### config.mk
export PLATFORM = sky130hd
export DESIGN_NAME = cps_colmix
export DESIGN_NICKNAME = d
export VERILOG_FILES = /design/src/cps_video_pkg.sv /design/src/cps_mmr_pkg.sv /design/src/cps_colmix.sv
export SDC_FILE = /design/constraint.sdc
export NUM_CORES = 1
export LEC_CHECK = 0
export BUFFER_PORTS_ARGS = -buffer_cell sky130_fd_sc_hd__buf_2
export CORE_AREA = 2 2 104 106
export CTS_BUF_LIST = sky130_fd_sc_hd__clkbuf_4 sky130_fd_sc_hd__clkbuf_8
export CTS_CLUSTER_DIAMETER = 60
export DETAILED_ROUTE_END_ITERATION = 10
export DIE_AREA = 0 0 106 108
export SYNTH_ARGS = -nofsm -noshare
export SYNTH_HDL_FRONTEND = slang
export SYNTH_SLANG_ARGS = --single-unit
### constraint.sdc
create_clock -name clk -period 1.26 [get_ports clk]
set_input_delay 0 -clock clk [delete_from_list [all_inputs] [get_ports clk]]
set_output_delay 0 -clock clk [all_outputs]
set_load 0.01 [all_outputs]
### src/cps_video_pkg.sv
// CPS-1 video format types
// Layer pixels, palette indexes, colour and raster position

package cps_video_pkg;

    // 4-bit colour field inside a layer pixel
    typedef logic [3:0] color_t;

    // Colour value that lets the next layer show through
    localparam color_t TRANSPARENT = 4'd15;

    // Palette number above the colour
    typedef struct packed {
        logic [5:0] pal;
        color_t     color;
    } layer_pxl_t;

    // Layer code above a layer pixel
    typedef logic [11:0] pal_idx_t;

    typedef enum logic [1:0] {
        scr1 = 2'd0,
        scr2 = 2'd1,
        scr3 = 2'd2,
        obj  = 2'd3
    } layer_id_t;

    // Raster counter value
    typedef logic [8:0] pos_t;

    typedef struct packed {
        logic [7:0] r;
        logic [7:0] g;
        logic [7:0] b;
    } rgb_t;

    typedef struct packed {
        pos_t hdump;
        pos_t vdump;
        logic hb;
        logic vb;
    } raster_pos_t;

endpackage
### src/cps_mmr_pkg.sv
// CPS-1 video CPU register map
// Address and data types, configuration and palette write request

package cps_mmr_pkg;

    typedef logic [4:0]  cpu_addr_t;
    typedef logic [15:0] cpu_word_t;

    typedef enum logic [4:0] {
        REG_LAYER_CTRL  = 5'd0,
        REG_RASTER_LINE = 5'd1,
        REG_PAL_PTR     = 5'd2,
        REG_PAL_DATA    = 5'd3
    } reg_addr_e;

    // Four 2-bit layer codes in layer_ctrl with the front slot in bits 1:0
    // Bit 15 of raster_line enables the interrupt and bits 8:0 give the line
    typedef struct packed {
        cpu_word_t layer_ctrl;
        cpu_word_t raster_line;
    } video_cfg_t;

    // Colour word is 4:4:4 in bits 11:0
    typedef struct packed {
        logic                    we;
        cps_video_pkg::pal_idx_t addr;
        cpu_word_t               data;
    } pal_wr_t;

endpackage

### src/cps_colmix.sv
// Layer priority mixer
// Picks the front-most opaque layer following layer_ctrl and
// registers its palette index with the blanking pair

module cps_colmix (
    input  logic                       clk,
    input  logic                       rst,
    input  logic                       pxl_cen,
    input  logic [3:0]                 gfx_en,
    input  cps_mmr_pkg::video_cfg_t    cfg,
    input  cps_video_pkg::raster_pos_t pos,
    input  cps_video_pkg::layer_pxl_t  scr1_pxl,
    input  cps_video_pkg::layer_pxl_t  scr2_pxl,
    input  cps_video_pkg::layer_pxl_t  scr3_pxl,
    input  cps_video_pkg::layer_pxl_t  obj_pxl,
    output cps_video_pkg::pal_idx_t    pal_idx,
    output logic                       blank_h,
    output logic                       blank_v
);

    cps_video_pkg::layer_pxl_t layer_pxl [4];
    logic [3:0]                opaque;
    cps_video_pkg::pal_idx_t   mix_idx;

    // Indexed by layer code
    assign layer_pxl[cps_video_pkg::scr1] = scr1_pxl;
    assign layer_pxl[cps_video_pkg::scr2] = scr2_pxl;
    assign layer_pxl[cps_video_pkg::scr3] = scr3_pxl;
    assign layer_pxl[cps_video_pkg::obj]  = obj_pxl;

    always_comb begin
        for (int i = 0; i < 4; i++) begin
            opaque[i] = gfx_en[i] && (layer_pxl[i].color != cps_video_pkg::TRANSPARENT);
        end
    end

    // Walked back to front so the front slot overwrites the rest
    always_comb begin
        cps_video_pkg::layer_id_t id;
        mix_idx = '0;
        for (int s = 3; s >= 0; s--) begin
            id = cps_video_pkg::layer_id_t'(cfg.layer_ctrl[2*s +: 2]);
            if (opaque[id]) begin
                mix_idx = {id, layer_pxl[id]};
            end
        end
    end

    always_ff @(posedge clk or posedge rst) begin
        if (rst) begin
            pal_idx <= '0;
            blank_h <= 1'b1;
            blank_v <= 1'b1;
        end else if (pxl_cen) begin
            pal_idx <= mix_idx;
            blank_h <= pos.hb;
            blank_v <= pos.vb;
        end
    end

endmodule

* Word level (Yosys, flattened, before mapping)
Index checks and enable logic that the tools add are counted.
Operators by class: equal/unequal tests 4, bitwise logic cells 4, muxes and demuxes 24, order comparisons 8, reduce and logical (&&, ||, !) cells 4
Operators by type and width (count):
- 10-bit binary-select mux with 2-bit select | 4
- 10-bit two-way mux | 8
- 12-bit two-way mux | 4
- 4-bit != test (second input constant) | 4
- 3-bit >= comparator (second input constant) | 4
- 2-bit by 3-bit < comparator with 1-bit output (second input constant) | 4
- 2-bit NOT with 3-bit output | 4
- 1-bit binary-select mux with 2-bit select | 4
- 1-bit logical AND | 4
- 1-bit two-way mux | 4
Word-level totals: input port bits 99, logic and storage cells 47, register bits 14, output and inout bits 14

* Longest topological paths before layout
depth after elaboration 8, depth in mapped cells 8, mapped depth without buffers 6

* Least setup slack after synthesis
OpenSTA, ideal clock, no wires.
kind in2reg, start input port cfg[16] (netlist name), end register pal_idx[0], path slack -0.283 ns, cell stages on the path 5, path buffers 1, required time 1.115 ns, arrival time 1.398 ns, cell sequence clkbuf_1 > mux4_1 > and2_1 > o311ai_1 > o221ai_1
Between the ends: word-level cells in the longest chain between the ends 5, elaborated cells between the ends (all ways) 7, those cells by class mux (6); bitwise (1)
Ends and longest elaborated chain:
- from (decl) | line cps_colmix.sv:10 | input cps_mmr_pkg::video_cfg_t cfg,
- 2-bit NOT with 3-bit output (implied by the code) | line cps_colmix.sv:44 | mix_idx = {id, layer_pxl[id]};
- 10-bit binary-select mux with 2-bit select | line cps_colmix.sv:44
- 10-bit two-way mux (implied by the code) (2 in series) | line cps_colmix.sv:44
- 12-bit two-way mux * | line cps_colmix.sv:43 | if (opaque[id]) begin
- to (signal assigned) | line cps_colmix.sv:55 | pal_idx <= mix_idx;
- to (decl) | line cps_colmix.sv:16 | output cps_video_pkg::pal_idx_t pal_idx,
Mark *: on every way between the ends. The rest lies on a longest branch, timed or not. The select of a mux whose other input is x is not followed. A chain may end at the register's enable or synchronous reset.

* Worst setup path after layout
start input port scr3_pxl[3] (netlist name), end register pal_idx[9]
Between the ends: word-level cells in the longest chain between the ends 8, elaborated cells between the ends (all ways) 14, those cells by class eq/ne (1); mux (12); reduce/logical (1)
Ends and longest elaborated chain:
- from (decl) | line cps_colmix.sv:14 | input cps_video_pkg::layer_pxl_t scr3_pxl,
- 4-bit != test * | line cps_colmix.sv:33 | opaque[i] = gfx_en[i] && (layer_pxl[i].color != cps_video_pkg::TRANSPARENT);
- 1-bit logical AND * | line cps_colmix.sv:33
- 1-bit binary-select mux with 2-bit select | line cps_colmix.sv:43
- 1-bit two-way mux (implied by the code) | line cps_colmix.sv:43
- 12-bit two-way mux (3 in series) | line cps_colmix.sv:43
- 12-bit two-way mux * | line cps_colmix.sv:43
Marks and branches as above.

==> results.toml <==
[global_route]
grt-ovfl-total = 0
grt_pass1_wl_mm = 15.86
grt_use_total_pct = 17.56
grt_pass1_vias = 2918
antenna_found_initial = 0
grt_max_degree = 23

[sta]
max_freq_mhz = 779.3
fin_crit_ps = 1283
rsz0062_at_grt = "true"
setup_slack_ps = -23.16
worst_pin_slew_ps = 519.9
final-hold-violation-count = 0
setup-violations-final = 1
slew_headroom_pct = 65.30
finalCritPeriodShare_pct = 101.8
fin_skew_ps = 0
slew_viol_final = 0

[layout]
drive_above_1_share_pct = 50.00
num_antenna_cells = 0
area_delta_synth_final_pct = 44.37
utilization_pct = 35.29
nNetsFinal = 508

[drt]
ant_nets = 0
routed_wl_mm = 10.49
drt_iter0_drc = 257
vias = 3165
routed_via_density = 5.818
wl_per_cell_um = 19.28
drt_first_pass_iters = 5
drc = 0

[critical_path]
crit_chain = "buf_4 -> nand4_4 -> a32o_2 -> mux2_4 -> buf_4 -> a211oi_4 -> a2111oi_4 -> o21ai_1"
path_max_fanout = 6
regToRegStartpoint = "pal_idx[4]"
cpMaxStageDelayCell = "a32o_2"
ff2ff_setup_slack_ps = 490
cp.arrival_ps = 1450
worstPathRequired_ps = 1420
max_stage_delay_ps = 330
start_kind = "input pin"
r2r_end = "pal_idx[4]"
cp-end-kind = "register"
cpMostUsedCell = "buf_4"
setup.worst_path.class = "input pin to register"
rr_worst_depth = 2

[hold_path]
hold_path_end = "pal_idx[6]"
min_path_type = "input pin to register"
holdPathStages = 3
hp-start = "scr2_pxl[6]"

[synth]
synth_cells = 297
synth_cell_type_count = 54
postSynth.topFlopCell = "dfrtp_1"
postSynth.asyncResetShare_pct = 100.0
syn_avg_cell_area_sq_um = 8.421
synth_edf_count = 0
syn_area_sq_mm = 0.002501
syn_nets = 396
ys_warn_count = 0
ys_ff_latch = 14
seq_area_frac_synth_pct = 14.11

[clock_tree]
htreeDepth = 1
cts.path.max_buffers = 2
cts_root_buffer = "clkbuf_8"
clock_sinks = 14
cts_buffers = 3
clk_pin_slew_worst_paths_ps = 60
cts_tree = "built"
clk_latency_ps = 240

[status]
failed_checks = "negative setup slack"
status = "finished with violations"

[pwr]
power_density_mw_per_mm2 = 647.3
fin_total_pwr_mw = 2.337
ir_worst_vdd_mv = 0.2746
p_leak_nw = 1.485

[die]
initial_utilization_pct = 24.45
core_area_sq_mm = 0.01023
chipHeight_um = 108
die_width_um = 106
fp-row-count = 37
fp.dieArea_sq_mm = 0.01145
ios = 113

[place]
io_buffer_count = 70
hpwl_mm = 8.029
gp_congestion = 0.9272

[job]
cap_violations = 0
[power breakdown]
group          leakage [nW]  internal (mW)  switching [mW]
Combinational          1.29          0.636           0.733
Clock                0.0262          0.245           0.147
Sequential            0.168          0.535          0.0418
Total                  1.49           1.41           0.923
[layout make-up]
class	count	area (sq um)
clock buffers	4	48.80
fillers	1049	6620
inverters	9	33.78
multi-input cells	237	1988
flip-flops and latches	14	352.8
well taps	136	170.2
repair buffers	144	1017
[state kept, by name (all words and copies together), names as in the netlist]
| name | flops |
|---|---|
| blank_v | 1 |
| pal_idx | 12 |
| blank_h | 1 |
[placed cells by master, fill, tap and decap left out, drive strengths merged, types with 4 or more instances in the layout]
cell type    n
clkbuf       4
mux2i        5
inv          9
and3         4
o21ai        7
a21oi       13
buf        141
nand2       23
o221ai      11
nand3b       5
a32oi        5
o22ai        5
a31oi       14
a311oi       4
nand4       11
a211oi      12
o311ai       4
nor3         7
mux4        11
mux2         4
nor2         9
nand3       30
dfrtp       12
a22oi       14
a221oi      10
o31ai       10
[repair_timing]
item	CTS	global route
buffers inserted	2	3
setup endpoints to repair	12	12
gates cloned	1	0
resized for setup	26	21
endpoints found under the hold margin	14	0
pin swaps	8	9
hold buffers	3	0
[how the worst max path moves through the flow]
stage | from | to | slack (ps) | depth (start not counted)
after floorplan | scr3_pxl[0] | pal_idx[0] | -150 | 8
after global placement | scr1_pxl[2] | pal_idx[1] | -370 | 7
after detailed placement | scr1_pxl[2] | pal_idx[1] | -400 | 7
after CTS | scr1_pxl[2] | pal_idx[4] | -80 | 8
after global routing | scr1_pxl[2] | pal_idx[2] | -90 | 7
final | scr3_pxl[3] | pal_idx[9] | -20 | 8
[kinds of logic (layout without fill, tap and decap cells)]
logic type | count (synthesis) | after routing | share of synthesized area, %
flops | 14 | 14 | 14.11
mux | 19 | 20 | 13.71
compound gates | 113 | 113 | 34.22
buf+inv | 47 | 157 | 13.41
simple gates | 104 | 104 | 24.56
[critical path: cells and delay by family]
kind / cells / cell delay [ps]
AND/OR/NAND/NOR: 1 / 150
multiplexers: 1 / 310
buffers and inverters: 2 / 250
AO/OA/AOI/OAI: 4 / 730
[layer usage]
metal / GRT usage [%] / wire [um] / vias up
met5: 0 / 0 / -
met4: 4.981 / 200 / 0
met3: 2.712 / 940 / 18
met2: 28.62 / 4889 / 193
met1: 24.16 / 4458 / 1515
li1: - / - / 1439
[synth_stat cells (8+ instances only)]
cell type | n | area (sq um)
nand3_1 | 30 | 150.1
nand2_1 | 23 | 86.33
a22oi_1 | 14 | 105.1
a31oi_1 | 14 | 87.58
a21oi_1 | 12 | 60.06
dfrtp_1 | 12 | 300.3
o221ai_1 | 11 | 96.34
a221oi_1 | 10 | 87.58
clkbuf_1 | 10 | 37.54
o31ai_1 | 10 | 75.07
inv_1 | 9 | 33.78
nor2_1 | 9 | 33.78
clkbuf_8 | 8 | 110.1
mux4_2 | 8 | 180.2
[metrics by stage]
stage,worst slack [ps],hold slack (ps),setup TNS [ps],std cells,cell area (sq um)
after detailed placement,-401.8,64.92,-3662,531,3298
after global routing,-85.18,179.9,-522.5,544,3611
final,-23.16,147.1,-23.16,544,3611
after floorplan,-147.4,-112.2,-1408,297,2653
after CTS,-75.86,146.4,-109.6,541,3496
after global placement,-369.2,56.33,-3348,531,3298
Note: power is estimated with default switching activity, not from simulation.
