### src/cps_video_pkg.sv
// CPS-1 video format types
// Layer pixels, palette indexes, colour and raster position

package cps_video_pkg;

    // 4-bit colour field inside a layer pixel
    typedef logic [3:0] color_t;

    // Colour value that lets the next layer show through
    localparam color_t TRANSPARENT = 4'd15;

    // Palette number above the colour
    typedef struct packed {
        logic [5:0] pal;
        color_t     color;
    } layer_pxl_t;

    // Layer code above a layer pixel
    typedef logic [11:0] pal_idx_t;

    typedef enum logic [1:0] {
        scr1 = 2'd0,
        scr2 = 2'd1,
        scr3 = 2'd2,
        obj  = 2'd3
    } layer_id_t;

    // Raster counter value
    typedef logic [8:0] pos_t;

    typedef struct packed {
        logic [7:0] r;
        logic [7:0] g;
        logic [7:0] b;
    } rgb_t;

    typedef struct packed {
        pos_t hdump;
        pos_t vdump;
        logic hb;
        logic vb;
    } raster_pos_t;

endpackage
### src/cps_mmr_pkg.sv
// CPS-1 video CPU register map
// Address and data types, configuration and palette write request

package cps_mmr_pkg;

    typedef logic [4:0]  cpu_addr_t;
    typedef logic [15:0] cpu_word_t;

    typedef enum logic [4:0] {
        REG_LAYER_CTRL  = 5'd0,
        REG_RASTER_LINE = 5'd1,
        REG_PAL_PTR     = 5'd2,
        REG_PAL_DATA    = 5'd3
    } reg_addr_e;

    // Four 2-bit layer codes in layer_ctrl with the front slot in bits 1:0
    // Bit 15 of raster_line enables the interrupt and bits 8:0 give the line
    typedef struct packed {
        cpu_word_t layer_ctrl;
        cpu_word_t raster_line;
    } video_cfg_t;

    // Colour word is 4:4:4 in bits 11:0
    typedef struct packed {
        logic                    we;
        cps_video_pkg::pal_idx_t addr;
        cpu_word_t               data;
    } pal_wr_t;

endpackage

### src/cps_mmr.sv
// CPU register file of the video block
// Holds layer order, raster line and palette pointer, with readback
// Palette data writes leave as a one-cycle write request

module cps_mmr (
    input  logic                    clk,
    input  logic                    rst,
    input  logic                    ppu_cs,
    input  logic                    ppu_wr,
    input  cps_mmr_pkg::cpu_addr_t  addr,
    input  cps_mmr_pkg::cpu_word_t  cpu_dout,
    output cps_mmr_pkg::cpu_word_t  mmr_dout,
    output cps_mmr_pkg::video_cfg_t cfg,
    output cps_mmr_pkg::pal_wr_t    pal_wr
);

    cps_mmr_pkg::cpu_word_t  layer_ctrl;
    cps_mmr_pkg::cpu_word_t  raster_line;
    cps_video_pkg::pal_idx_t pal_ptr;
    cps_video_pkg::pal_idx_t wr_addr;
    cps_mmr_pkg::cpu_word_t  wr_data;
    logic                    wr_en;
    logic                    pal_wr_hit;

    assign pal_wr_hit = ppu_cs && ppu_wr && (addr == cps_mmr_pkg::REG_PAL_DATA);

    always_ff @(posedge clk or posedge rst) begin
        if (rst) begin
            layer_ctrl  <= '0;
            raster_line <= '0;
            pal_ptr     <= '0;
            wr_en       <= 1'b0;
            mmr_dout    <= '0;
        end else begin
            wr_en <= pal_wr_hit;
            if (ppu_cs && ppu_wr) begin
                case (addr)
                    cps_mmr_pkg::REG_LAYER_CTRL:  layer_ctrl  <= cpu_dout;
                    cps_mmr_pkg::REG_RASTER_LINE: raster_line <= cpu_dout;
                    cps_mmr_pkg::REG_PAL_PTR:     pal_ptr     <= cpu_dout[11:0];
                    // Pointer wraps naturally at 4096 entries
                    cps_mmr_pkg::REG_PAL_DATA:    pal_ptr     <= pal_ptr + 12'd1;
                    default: ;
                endcase
            end else if (ppu_cs) begin
                case (addr)
                    cps_mmr_pkg::REG_LAYER_CTRL:  mmr_dout <= layer_ctrl;
                    cps_mmr_pkg::REG_RASTER_LINE: mmr_dout <= raster_line;
                    cps_mmr_pkg::REG_PAL_PTR:     mmr_dout <= {4'd0, pal_ptr};
                    cps_mmr_pkg::REG_PAL_DATA:    mmr_dout <= {4'd0, pal_ptr};
                    default:                      mmr_dout <= '0;
                endcase
            end
        end
    end

    // Write payload captured with the pointer before it steps
    always_ff @(posedge clk) begin
        if (pal_wr_hit) begin
            wr_addr <= pal_ptr;
            wr_data <= cpu_dout;
        end
    end

    assign cfg    = '{layer_ctrl: layer_ctrl, raster_line: raster_line};
    assign pal_wr = '{we: wr_en, addr: wr_addr, data: wr_data};

endmodule

### config.mk
export PLATFORM = sky130hd
export DESIGN_NAME = cps_mmr
export DESIGN_NICKNAME = d
export VERILOG_FILES = /design/src/cps_video_pkg.sv /design/src/cps_mmr_pkg.sv /design/src/cps_mmr.sv
export SDC_FILE = /design/constraint.sdc
export NUM_CORES = 1
export LEC_CHECK = 0
export BUFFER_PORTS_ARGS = -buffer_cell sky130_fd_sc_hd__buf_2
export CORE_ASPECT_RATIO = 1.2
export CORE_MARGIN = 2
export CORE_UTILIZATION = 40
export DETAILED_ROUTE_END_ITERATION = 10
export GPL_TIMING_DRIVEN = 0
export HOLD_SLACK_MARGIN = 0.03
export SLEW_MARGIN = 30
export SYNTH_ARGS = -nofsm -noshare
export SYNTH_HDL_FRONTEND = slang
export SYNTH_SLANG_ARGS = --single-unit
### constraint.sdc
create_clock -name clk -period 2.3 [get_ports clk]
set_input_delay 0.345 -clock clk [delete_from_list [all_inputs] [get_ports clk]]
set_output_delay 0.345 -clock clk [all_outputs]
set_load 0.02 [all_outputs]
Word-level counts from Yosys, hierarchy flattened --
Index checks and enable logic that the tools add are counted.
Word-level totals: bits in registers 89, output and inout port bits 77, input port bits 25, word-level logic and storage cells 23
Cells by class: equal/unequal tests 3, $add $sub $neg 1, bitwise gates (word level) 1, multiplexer cells 2, reductions and logical operators 9
Operator list (number):
- one-hot mux 16 bit (3 select lines) | 1
- one-hot mux 12 bit (2 select lines) | 1
- adder 12 x 1 -> 12 bit, second input constant | 1
- equality test 5 x 2 -> 1 bit, second input constant | 2
- AND reduction 2 bit | 4
- equality test 5 x 1 -> 1 bit, second input constant | 1
- logical NOT 5 bit | 1
- logical AND 1 bit | 2
- nonzero test 2 bit | 1
- OR reduction 2 bit | 1
- inverter 1 bit | 1

Depth between registers and ports, before layout --
depth in word-level cells 3, gate-level depth with buffers 6, gate-level depth less buffers 5

Worst setup path after synthesis --
OpenSTA, ideal clock, no wires.
path kind in2reg, start input addr[2], end register wr_addr[0] (enable), stages 4, path buffers 1, data arrival time 1.808 ns, library setup time 0.388 ns, slack 0.104 ns, data required time 1.912 ns, path through nand4bb_2 > and2b_4 > buf_6 > and2_1
On the way: cells in the longest elaborated chain, start to end 2
RTL lines:
- start, declared | line cps_mmr.sv:10 | input cps_mmr_pkg::cpu_addr_t addr,
- equality test 5 x 2 -> 1 bit | line cps_mmr.sv:25 | assign pal_wr_hit = ppu_cs && ppu_wr && (addr == cps_mmr_pkg::REG_PAL_DATA);
- logical AND 1 bit | line cps_mmr.sv:25
- net pal_wr_hit | line cps_mmr.sv:23 | logic pal_wr_hit;
- end signal, assigned | line cps_mmr.sv:60 | wr_addr <= pal_ptr;
- end, declared | line cps_mmr.sv:20 | cps_video_pkg::pal_idx_t wr_addr;
The timed path passes the listed nets, and every way through them passes these cells. A chain may end at the register's enable or synchronous reset.

Worst setup path after layout --
start input addr[2], end register wr_data[0] (enable)
On the way: cells in the longest elaborated chain, start to end 2
RTL lines:
- equality test 5 x 2 -> 1 bit | line cps_mmr.sv:25
- logical AND 1 bit | line cps_mmr.sv:25
- net pal_wr_hit | line cps_mmr.sv:23
- end signal, assigned | line cps_mmr.sv:61 | wr_data <= cpu_dout;
- end, declared | line cps_mmr.sv:21 | cps_mmr_pkg::cpu_word_t wr_data;
The timed path passes the listed nets, and every way through them passes these cells.

==> impl_metrics.json <==
{
  "relSlewSlack": 0.5945,
  "startpoint": "addr[2]",
  "synthFlopType": "dfrtp_1",
  "setup_slack_ns": 0.4104,
  "syn_to_final_growth_pct": 26.38,
  "dp.cells": 511,
  "num_vias": 2679,
  "ys_warn_count": 0,
  "tns_ns": 0,
  "avgSynthCellArea_um2": 13.29,
  "clkSinkCount": 89,
  "setup_viol": 0,
  "ioPinCount": 102,
  "hold_start": "cpu_dout[14]",
  "cts_tree": "done",
  "ant_nets": 0,
  "drt-initial-drc-count": 121,
  "die_w_um": 93.14,
  "ir_drop_v": 0.0004260,
  "timing.rr.start": "pal_ptr[0]",
  "first_pass_iters": 4,
  "clkTransAtPathRegs_ns": 0.06,
  "cp_max_fo": 16,
  "static-leakage-power_nw": 2.277,
  "drcViolationCount": 0,
  "slew_violations": 0,
  "core_area_um2": 9418,
  "cts_made_buffers": 9,
  "seq_area_frac_synth": 0.6207,
  "arrival_ns": 1.93,
  "cts.htree.levels": 3,
  "hold_violations": 0,
  "die_y_um": 111.0,
  "maxCapViolCount": 0,
  "grt_first_pass_wirelength_um": 14350,
  "wl_per_cell_um": 16.69,
  "fin_cells": 528,
  "vias_per_cell": 5.074,
  "dpl.hpwl_um": 6516,
  "root_buffer": "clkbuf_16",
  "rows": 39,
  "start_util": 0.4049,
  "finClkSkew_ns": 0.002867,
  "endpoint_kind": "flop",
  "synth_cell_type_count": 43,
  "grt_max_degree": 38,
  "async_flop_share": 0.6854,
  "synth-seq-cells": 89,
  "fin_crit_ns": 1.890,
  "cts_resized": 0,
  "fmax_mhz": 529.2,
  "grt_overflow_total": 0,
  "synth_edf_count": 28,
  "grt_util_all_layers": 0.1803,
  "gp_congestion": 0.8445,
  "grt_pass1_vias": 2747,
  "drive_above_1_share": 0.4247,
  "period_share": 0.8216,
  "worst_pin_slew_ns": 0.6038,
  "routed_wl_um": 8814,
  "antenna_cells": 0,
  "insertion_delay_ns": 0.33,
  "syn_inst": 287,
  "rsz0062_at_grt": "false",
  "power-per-cell-area_nw_per_um2": 801.7,
  "dieArea_um2": 10330,
  "synth_area_um2": 3814,
  "pre_cts_slack_ns": 0.04996,
  "start_kind": "input pin",
  "portBuffers": 99,
  "layout.nets": 426,
  "antenna_found_initial": 0,
  "synth_nets": 313,
  "hold_path.class": "in2reg",
  "clock_path_buffers": 2,
  "outcome": "complete, no violations",
  "path_class": "in2reg",
  "required_ns": 2.34
}
## cell usage in the layout (no fill, tap or decap), types with 5 or more instances in the layout
master       n
nand3_1      5
a21oi_1     22
a2bb2oi_1    5
dfrtp_1     61
mux2_4      10
edfxtp_1    28
clkbuf_1     5
o21ai_0     11
nand2_1     23
mux2_2      22
o21ai_1     10
mux2i_1     13
clkbuf_8     6
buf_2      105
clkbuf_16    9
nor2_1      16
## kinds of logic (layout without fill, tap and decap cells)
family	Yosys count	in the layout	share of synthesized area
DFF	89	89	0.6207
buffers and inverters	21	139	0.03675
AOI/OAI and AO/OA	62	62	0.09679
adders and majority gates	1	1	0.003280
muxes	49	49	0.1503
and+or+nand+nor	65	65	0.09219
## Yosys cell counts (2+ instances only)
cell type  instances  area [um2]
dfrtp_1           61        1526
edfxtp_1          28       840.8
nand2_1           23       86.33
a21oi_1           22       110.1
mux2_2            22       247.7
nor2_1            16       60.06
mux2i_1           13       130.1
o21ai_0           11       55.05
mux2_4            10       150.1
o21ai_1           10       50.05
buf_2              6       30.03
a2bb2oi_1          5       43.79
inv_1              5       18.77
nand3_1            5       25.02
a22o_1             4       35.03
buf_6              4       45.04
mux2_1             4       45.04
o32ai_1            4       35.03
clkbuf_1           3       11.26
o22ai_1            3       18.77
or3_1              3       18.77
clkbuf_8           2       27.53
nor4_1             2       12.51
or4_1              2       15.01
## path summary, 6_finish.rpt
path / to / slack [ns] / depth (start not counted)
setup / recovery: wr_data[0] / 0.41 / 6
hold / removal: wr_data[14] / 0.21 / 1
setup reg to reg: pal_ptr[10] / 0.49 / 5
hold reg to reg: mmr_dout[3] / 0.48 / 2
max in group asynchronous: pal_ptr[11] / 1.27 / 4
min in group asynchronous: layer_ctrl[3] / 0.53 / 3
## flip-flops by register name, summed over array words and instances (netlist names)
signal / cells
layer_ctrl: 16
mmr_dout: 16
raster_line: 16
wr_data: 16
pal_ptr: 12
wr_addr: 12
wr_en: 1
## critical path, stage by stage
cell       delay (ns)
buf_2            0.11
nand4bb_2        0.32
and2b_4          0.35
buf_6            0.14
and2_2           0.44
buf_16           0.21
## layout make-up
class / instances / area, um2
sequential: 89 / 2367
fill: 865 / 4598
buffer: 16 / 121.4
timing repair buffer: 102 / 553.0
tap: 123 / 153.9
clock inverter: 1 / 7.507
inverter: 5 / 21.27
clock buffer: 15 / 287.8
multi-input combinational: 177 / 1308
## repair_timing
action / CTS / global route
hold endpoints to repair: 24 / 0
setup buffers: 0 / 0
hold buffers: 1 / 0
## through the flow
stage                     cell area, um2  hold WS, ns  total power [mW]  utilization
final                               4820       0.2089             3.864       0.5118
after global routing                4820       0.2045             4.039       0.5118
after CTS                           4820       0.2001             3.907       0.5118
after detailed placement            4514       0.3467             2.491       0.4793
after global placement              4463       0.4705             2.470       0.4739
after floorplan                     3814       0.4439             2.265            -
## power by group
| group | leakage (nW) | total, mW | internal [mW] | switching [mW] |
|---|---|---|---|---|
| logic | 1.07 | 0.563 | 0.237 | 0.326 |
| registers | 1.06 | 1.90 | 1.77 | 0.126 |
| clock network | 0.142 | 1.40 | 0.851 | 0.552 |
| total | 2.28 | 3.86 | 2.86 | 1.00 |
## per-layer routing
metal / share of wire / vias up / routed length [um] / global-route usage
met1: 0.44 / 1315 / 3848 / 0.2380
li1: - / 1281 / - / -
met3: 0.059 / 9 / 517 / 0.04555
met2: 0.49 / 74 / 4330 / 0.2870
met5: 0 / - / 0 / 0
met4: 0.013 / 0 / 118 / 0.06765
Note: power is estimated with default switching activity, not from simulation.
