File: config.mk
export PLATFORM = sky130hd
export DESIGN_NAME = cps_timing
export DESIGN_NICKNAME = d
export VERILOG_FILES = /design/src/cps_video_pkg.sv /design/src/cps_mmr_pkg.sv /design/src/cps_timing.sv
export SDC_FILE = /design/constraint.sdc
export NUM_CORES = 1
export LEC_CHECK = 0
export BUFFER_PORTS_ARGS = -buffer_cell sky130_fd_sc_hd__buf_2
export CORE_MARGIN = 2
export CORE_UTILIZATION = 40
export DETAILED_ROUTE_END_ITERATION = 8
export GPL_TIMING_DRIVEN = 0
export MAX_ROUTING_LAYER = met4
export PLACE_DENSITY_LB_ADDON = 0.12
export SYNTH_ARGS = -nofsm -noshare
export SYNTH_HDL_FRONTEND = slang
export SYNTH_SLANG_ARGS = --single-unit
File: constraint.sdc
create_clock -name clk -period 4.5 [get_ports clk]
set_input_delay 0.225 -clock clk [delete_from_list [all_inputs] [get_ports clk]]
set_output_delay 0.225 -clock clk [all_outputs]
set_load 0.03 [all_outputs]
File: src/cps_video_pkg.sv
// CPS-1 video format types
// Layer pixels, palette indexes, colour and raster position

package cps_video_pkg;

    // 4-bit colour field inside a layer pixel
    typedef logic [3:0] color_t;

    // Colour value that lets the next layer show through
    localparam color_t TRANSPARENT = 4'd15;

    // Palette number above the colour
    typedef struct packed {
        logic [5:0] pal;
        color_t     color;
    } layer_pxl_t;

    // Layer code above a layer pixel
    typedef logic [11:0] pal_idx_t;

    typedef enum logic [1:0] {
        scr1 = 2'd0,
        scr2 = 2'd1,
        scr3 = 2'd2,
        obj  = 2'd3
    } layer_id_t;

    // Raster counter value
    typedef logic [8:0] pos_t;

    typedef struct packed {
        logic [7:0] r;
        logic [7:0] g;
        logic [7:0] b;
    } rgb_t;

    typedef struct packed {
        pos_t hdump;
        pos_t vdump;
        logic hb;
        logic vb;
    } raster_pos_t;

endpackage
File: src/cps_mmr_pkg.sv
// CPS-1 video CPU register map
// Address and data types, configuration and palette write request

package cps_mmr_pkg;

    typedef logic [4:0]  cpu_addr_t;
    typedef logic [15:0] cpu_word_t;

    typedef enum logic [4:0] {
        REG_LAYER_CTRL  = 5'd0,
        REG_RASTER_LINE = 5'd1,
        REG_PAL_PTR     = 5'd2,
        REG_PAL_DATA    = 5'd3
    } reg_addr_e;

    // Four 2-bit layer codes in layer_ctrl with the front slot in bits 1:0
    // Bit 15 of raster_line enables the interrupt and bits 8:0 give the line
    typedef struct packed {
        cpu_word_t layer_ctrl;
        cpu_word_t raster_line;
    } video_cfg_t;

    // Colour word is 4:4:4 in bits 11:0
    typedef struct packed {
        logic                    we;
        cps_video_pkg::pal_idx_t addr;
        cpu_word_t               data;
    } pal_wr_t;

endpackage

File: src/cps_timing.sv
// Raster timing generator
// Pixel and line counters, blanking and sync, line and frame starts
// and the programmable raster-line interrupt

module cps_timing #(
    parameter int H_ACTIVE = 384,
    parameter int H_TOTAL  = 512,
    parameter int HS_START = 448,
    parameter int HS_END   = 480,
    parameter int V_ACTIVE = 224,
    parameter int V_TOTAL  = 262,
    parameter int VS_START = 236,
    parameter int VS_END   = 239
) (
    input  logic                      clk,
    input  logic                      rst,
    input  logic                      pxl_cen,
    input  cps_mmr_pkg::video_cfg_t   cfg,
    output cps_video_pkg::raster_pos_t pos,
    output logic                      HS,
    output logic                      VS,
    output logic                      line_start,
    output logic                      frame_start,
    output logic                      raster
);

    cps_video_pkg::pos_t hcnt;
    cps_video_pkg::pos_t vcnt;
    cps_video_pkg::pos_t h_next;
    cps_video_pkg::pos_t v_next;
    logic                h_wrap;

    assign h_wrap = (hcnt == H_TOTAL - 1);
    assign h_next = h_wrap ? '0 : hcnt + 9'd1;

    always_comb begin
        v_next = vcnt;
        if (h_wrap) begin
            v_next = (vcnt == V_TOTAL - 1) ? '0 : vcnt + 9'd1;
        end
    end

    // Start flags are registered so they line up with the counter value 0
    always_ff @(posedge clk or posedge rst) begin
        if (rst) begin
            hcnt        <= '0;
            vcnt        <= '0;
            line_start  <= 1'b0;
            frame_start <= 1'b0;
            raster      <= 1'b0;
        end else if (pxl_cen) begin
            hcnt        <= h_next;
            vcnt        <= v_next;
            line_start  <= (h_next == '0);
            frame_start <= (h_next == '0) && (v_next == '0);
            raster      <= (h_next == '0) && cfg.raster_line[15]
                           && (v_next == cfg.raster_line[8:0]);
        end
    end

    assign HS  = (hcnt >= HS_START) && (hcnt < HS_END);
    assign VS  = (vcnt >= VS_START) && (vcnt < VS_END);
    assign pos = '{hdump: hcnt, vdump: vcnt,
                   hb: (hcnt >= H_ACTIVE), vb: (vcnt >= V_ACTIVE)};

endmodule

* Word-level counts from Yosys, hierarchy flattened
Cells that the tools add are included.
Word-level totals: register bits after elaboration 21, word-level logic and storage cells 26, output and inout port bits 25
Operators by class: reduce and logical (&&, ||, !) cells 7, eq/ne operators 3, $lt $le $gt $ge 6, multiplexer cells 3, add/sub/neg operators 2
Operator list (count):
- $mux 9 | 3
- $add 9x1->9 const B | 2
- $eq 9x9->1 const B | 2
- $ge 9x8->1 const B | 2
- $ge 9x9->1 const B | 2
- $logic_not 9->1 | 2
- $eq 9x9->1 | 1
- $lt 9x8->1 const B | 1
- $lt 9x9->1 const B | 1
- $logic_and 1x1->1 | 5

* Logic depth before layout (Yosys ltp)
word-level depth 5, gate-level depth with buffers 11

* Least setup slack after synthesis
OpenSTA, ideal clock, no wires.
path kind register to register, start point register hcnt[1], end point register frame_start, stages on the path, launching flop included 11, setup slack 1.833 ns, period minus slack after synthesis 2.667 ns, setup time 0.104 ns, data required time 4.396 ns, data arrival time 2.564 ns, path through dfrtp_1 ha_1 nand3_2 nor2_1 ha_1 clkbuf_1 nand4_1 xor2_1 nand2_1 o31a_1 o41ai_2
Between the ends: word-level cells in the longest chain between the ends 4
Ends and longest elaborated chain:
- start, declared | RTL line cps_timing.sv:27 | cps_video_pkg::pos_t hcnt;
- start signal, assigned | RTL line cps_timing.sv:52 | hcnt <= h_next;
- $add 9x1->9 / $eq 9x9->1 (equally long branches) | RTL line cps_timing.sv:34, cps_timing.sv:33
- $mux 9, on equally long branches | RTL line cps_timing.sv:34, cps_timing.sv:38
- $logic_not 9->1 | RTL line cps_timing.sv:55 | frame_start <= (h_next == '0) && (v_next == '0);
- $logic_and 1x1->1 (*) | RTL line cps_timing.sv:55
- end signal, assigned | RTL line cps_timing.sv:55
- end, declared | RTL line cps_timing.sv:23 | output logic frame_start,
Mark *: on every way between the ends. The rest lies on a longest branch, timed or not. A chain may end at the register's enable or synchronous reset.

* Worst setup path after layout
Same ends and word-level chain as after synthesis.

==> impl_metrics.xml <==
<?xml version="1.0" encoding="UTF-8"?>
<metrics>
  <group name="floorplan">
    <metric name="floorplan.initialDensity" unit="%">41.3</metric>
    <metric name="placeable_core_area" unit="µm²">4000</metric>
    <metric name="chipHeight" unit="µm">68.3</metric>
    <metric name="chipWidth" unit="µm">68.3</metric>
    <metric name="design.portCount" unit="">60</metric>
    <metric name="dieArea" unit="µm²">4660</metric>
    <metric name="row_count" unit="">23</metric>
  </group>
  <group name="place">
    <metric name="post-place-cells" unit="">283</metric>
    <metric name="dp_hpwl" unit="µm">3080</metric>
    <metric name="place.port_buffers" unit="">37</metric>
    <metric name="place_congestion" unit="">0.848</metric>
  </group>
  <group name="finish">
    <metric name="flow.area_growth_from_synthesis" unit="%">17.8</metric>
    <metric name="leading_cell_type_in_the_layout_fill_and_taps_excluded" unit="">sky130_fd_sc_hd__buf_2</metric>
    <metric name="design.final.nets" unit="">280</metric>
    <metric name="finish.cell_count_without_fillers" unit="">287</metric>
    <metric name="layout-drive-gt1-share" unit="%">24.5</metric>
    <metric name="most_used_cells_in_the_layout_excluding_fill_and_tap_cells" unit="">40 x sky130_fd_sc_hd__buf_2, 25 x sky130_fd_sc_hd__nand2_1, 21 x sky130_fd_sc_hd__dfrtp_1</metric>
    <metric name="antenna_cells_inserted" unit="">0</metric>
  </group>
  <group name="clock_network">
    <metric name="cts_tree" unit="">built</metric>
    <metric name="ctsRootBufferMaster" unit="">sky130_fd_sc_hd__clkbuf_8</metric>
    <metric name="cts_made_buffers" unit="">3</metric>
    <metric name="cts_resized" unit="">0</metric>
    <metric name="h_tree_levels" unit="">1</metric>
    <metric name="worst_setup_hold_path_clk_slew" unit="ps">80</metric>
    <metric name="clk_latency" unit="ps">260</metric>
    <metric name="holdBufCountCts" unit="">0</metric>
    <metric name="post_cts.repair.setup_buffers" unit="">0</metric>
    <metric name="cts.sink_count" unit="">21</metric>
    <metric name="clockBufferDepth" unit="">2</metric>
  </group>
  <group name="power">
    <metric name="cell_internal_pwr" unit="mW">0.356</metric>
    <metric name="netSwitchingPower" unit="mW">0.252</metric>
    <metric name="power.share.switching" unit="%">41.5</metric>
    <metric name="power_density" unit="nW/µm²">312</metric>
    <metric name="clock_power_share" unit="%">21.0</metric>
    <metric name="seq_power_share" unit="%">42.3</metric>
    <metric name="max-vdd-ir-drop" unit="V">0.000222</metric>
    <metric name="fraction_of_power_consumed_by_combinational_cells" unit="%">36.7</metric>
    <metric name="power.static_leakage" unit="nW">0.920</metric>
  </group>
  <group name="route">
    <metric name="drtAntennaViolNets" unit="">0</metric>
    <metric name="routed_wirelength" unit="µm">4080</metric>
    <metric name="first_pass_iters" unit="">4</metric>
    <metric name="vias" unit="">1534</metric>
    <metric name="drt_drc_violations_left" unit="">0</metric>
    <metric name="drt_iter0_markers" unit="">73</metric>
    <metric name="post_detailed_route_via_to_cell_ratio" unit="">5.34</metric>
    <metric name="routedWlPerCell" unit="µm">14.2</metric>
  </group>
  <group name="yosys">
    <metric name="post_synth_num_cell_types" unit="">48</metric>
    <metric name="syn_avg_cell_area" unit="µm²">8.43</metric>
    <metric name="synth-async-reset-ratio" unit="%">100</metric>
    <metric name="post_synthesis_net_count" unit="">238</metric>
    <metric name="mappedNetlistArea" unit="µm²">1650</metric>
    <metric name="synth_enable_flop_cells" unit="">0</metric>
    <metric name="ys_seq_area_share" unit="%">31.8</metric>
    <metric name="ys_dominant_reg_cell" unit="">sky130_fd_sc_hd__dfrtp_1</metric>
    <metric name="synth_seq_cells" unit="">21</metric>
    <metric name="synth.yosys.warnings" unit="">0</metric>
    <metric name="synthCells" unit="">196</metric>
  </group>
  <group name="job">
    <metric name="maxCapViolCount" unit="">0</metric>
  </group>
  <group name="global_routing">
    <metric name="wire_length_of_the_first_global_routing_pass" unit="µm">6670</metric>
    <metric name="number_of_antenna_violations_at_the_first_check_in_global_routing" unit="">0</metric>
    <metric name="grt_max_degree" unit="">22</metric>
    <metric name="grt_overflow" unit="">0</metric>
    <metric name="groute.usage.overall" unit="%">19.5</metric>
    <metric name="first_global_vias" unit="">1349</metric>
  </group>
  <group name="setup_path">
    <metric name="cp-start-kind" unit="">flop</metric>
    <metric name="worst_r2r_path_depth" unit="">10</metric>
    <metric name="timing.setup.critical_path_class" unit="">flop to flop</metric>
    <metric name="cp_common_cell" unit="">sky130_fd_sc_hd__ha_1</metric>
    <metric name="end_kind" unit="">flop</metric>
    <metric name="slowest_delay" unit="ps">430</metric>
    <metric name="arrival" unit="ps">3000</metric>
    <metric name="path_max_fanout" unit="">10</metric>
    <metric name="cp_data_required_time" unit="ps">4660</metric>
    <metric name="cpMaxStageDelayCell" unit="">sky130_fd_sc_hd__dfrtp_1</metric>
    <metric name="crit_path_cell_trace" unit="">ha_1, nand3_2, nor2_1, ha_1, clkbuf_1, nand4_1, xor2_1, nand2_1, o31a_1, o41ai_2</metric>
  </group>
  <group name="timing">
    <metric name="worst-slew-pin-transition" unit="ps">865</metric>
    <metric name="setup_total_negative_slack" unit="ps">0</metric>
    <metric name="fin_crit_share" unit="%">63.0</metric>
    <metric name="timing.clock.skew" unit="ps">5.08</metric>
    <metric name="fmax" unit="MHz">353</metric>
    <metric name="finalCriticalPeriod" unit="ps">2840</metric>
    <metric name="grt_setup_unrepaired" unit="">no</metric>
    <metric name="timing.final.setup_violations" unit="">0</metric>
    <metric name="slew_viol_final" unit="">0</metric>
    <metric name="maxSlewHeadroom" unit="%">42.3</metric>
    <metric name="hold_violations" unit="">0</metric>
  </group>
  <group name="outcome">
    <metric name="status" unit="">completed</metric>
  </group>
  <group name="hold_path">
    <metric name="min_path_type" unit="">input port to asynchronous set/reset pin</metric>
  </group>
</metrics>
-- metrics by stage --
stage          instance area (µm²)  setup WS, ps  power [mW]  hold slack (ps)  utilization [%]
2_1_floorplan                 1650          1830       0.418              202                -
3_3_place_gp                  1900          1690       0.482              429             47.5
3_5_place_dp                  1900          1700       0.485              455             47.5
4_1_cts                       1950          1660       0.615              174             48.7
5_1_grt                       1950          1390       0.650              216             48.7
6_report                      1950          1660       0.608              130             48.7
-- state kept, by name, summed over array words and instances, names as in the netlist --
name	count
hcnt	9
vcnt	9
frame_start	1
line_start	1
raster	1
-- final timing paths --
check                        start           to  slack, ps
setup / recovery           hcnt[1]  frame_start       1660
hold / removal                 rst      hcnt[4]        130
setup reg to reg           hcnt[1]  frame_start       1660
hold reg to reg             raster       raster        500
max in group asynchronous      rst      vcnt[8]       3840
min in group clk            cfg[1]       raster        280
-- per-layer routing --
layer	GRT usage, %	part of all wire (%)	up-vias
met5	-	0	-
li1	-	-	781
met4	3.75	0.37	0
met2	28.2	43	32
met3	3.95	3.8	2
met1	28.4	52	719
-- layout make-up --
cell class	count	area, µm²
fill	404	2050
clock inverter	1	5.00
multi-input combinational	152	1030
buffer	10	52.6
sequential	21	526
inverter	13	48.8
tap	50	62.6
clock buffer	3	41.3
timing repair buffer	37	185
-- power by group through the flow --
| stage | Combinational, mW | Sequential (mW) | Clock, mW |
|---|---|---|---|
| after floorplan | 0.113 | 0.305 | 0 |
| after global placement | 0.221 | 0.262 | 0 |
| after detailed placement | 0.224 | 0.261 | 0 |
| after CTS | 0.225 | 0.258 | 0.132 |
| after global routing | 0.245 | 0.266 | 0.138 |
| final | 0.223 | 0.257 | 0.127 |
-- synthesized netlist by cell type (5+ instances only) --
cell / number / area share, %
sky130_fd_sc_hd__dfrtp_1: 21 / 32
sky130_fd_sc_hd__nor3b_1: 5 / 2.3
sky130_fd_sc_hd__ha_1: 7 / 5.3
sky130_fd_sc_hd__nor2_1: 10 / 2.3
sky130_fd_sc_hd__xor2_1: 5 / 2.6
sky130_fd_sc_hd__xnor2_1: 9 / 4.8
sky130_fd_sc_hd__nor3_1: 5 / 1.5
sky130_fd_sc_hd__nand2_1: 25 / 5.7
sky130_fd_sc_hd__nand3_1: 10 / 3.0
sky130_fd_sc_hd__clkbuf_1: 5 / 1.1
sky130_fd_sc_hd__a21oi_1: 8 / 2.4
sky130_fd_sc_hd__o21ai_0: 13 / 3.9
sky130_fd_sc_hd__inv_1: 13 / 3.0
-- cell families (layout without fill, tap and decap cells) --
family | after synthesis | after routing | synth area share [%]
buffers and inverters | 23 | 64 | 6.13
AO/OA/AOI/OAI | 47 | 47 | 19.5
XOR/XNOR | 14 | 14 | 7.42
adder cells (fa/ha/maj) | 7 | 7 | 5.30
AND/OR/NAND/NOR | 77 | 77 | 25.4
flip-flops | 21 | 21 | 31.8
multiplexers | 7 | 7 | 4.47
-- critical path: cells and delay by family, from the launching register on --
kind	cells	cell delay (ps)
adders and majority gates	2	520
and+or+nand+nor	4	530
xor gates and xnor gates	1	310
DFF	1	430
AOI/OAI and AO/OA	2	610
buffers and inverters	1	340
(Power assumes the default switching activity.)
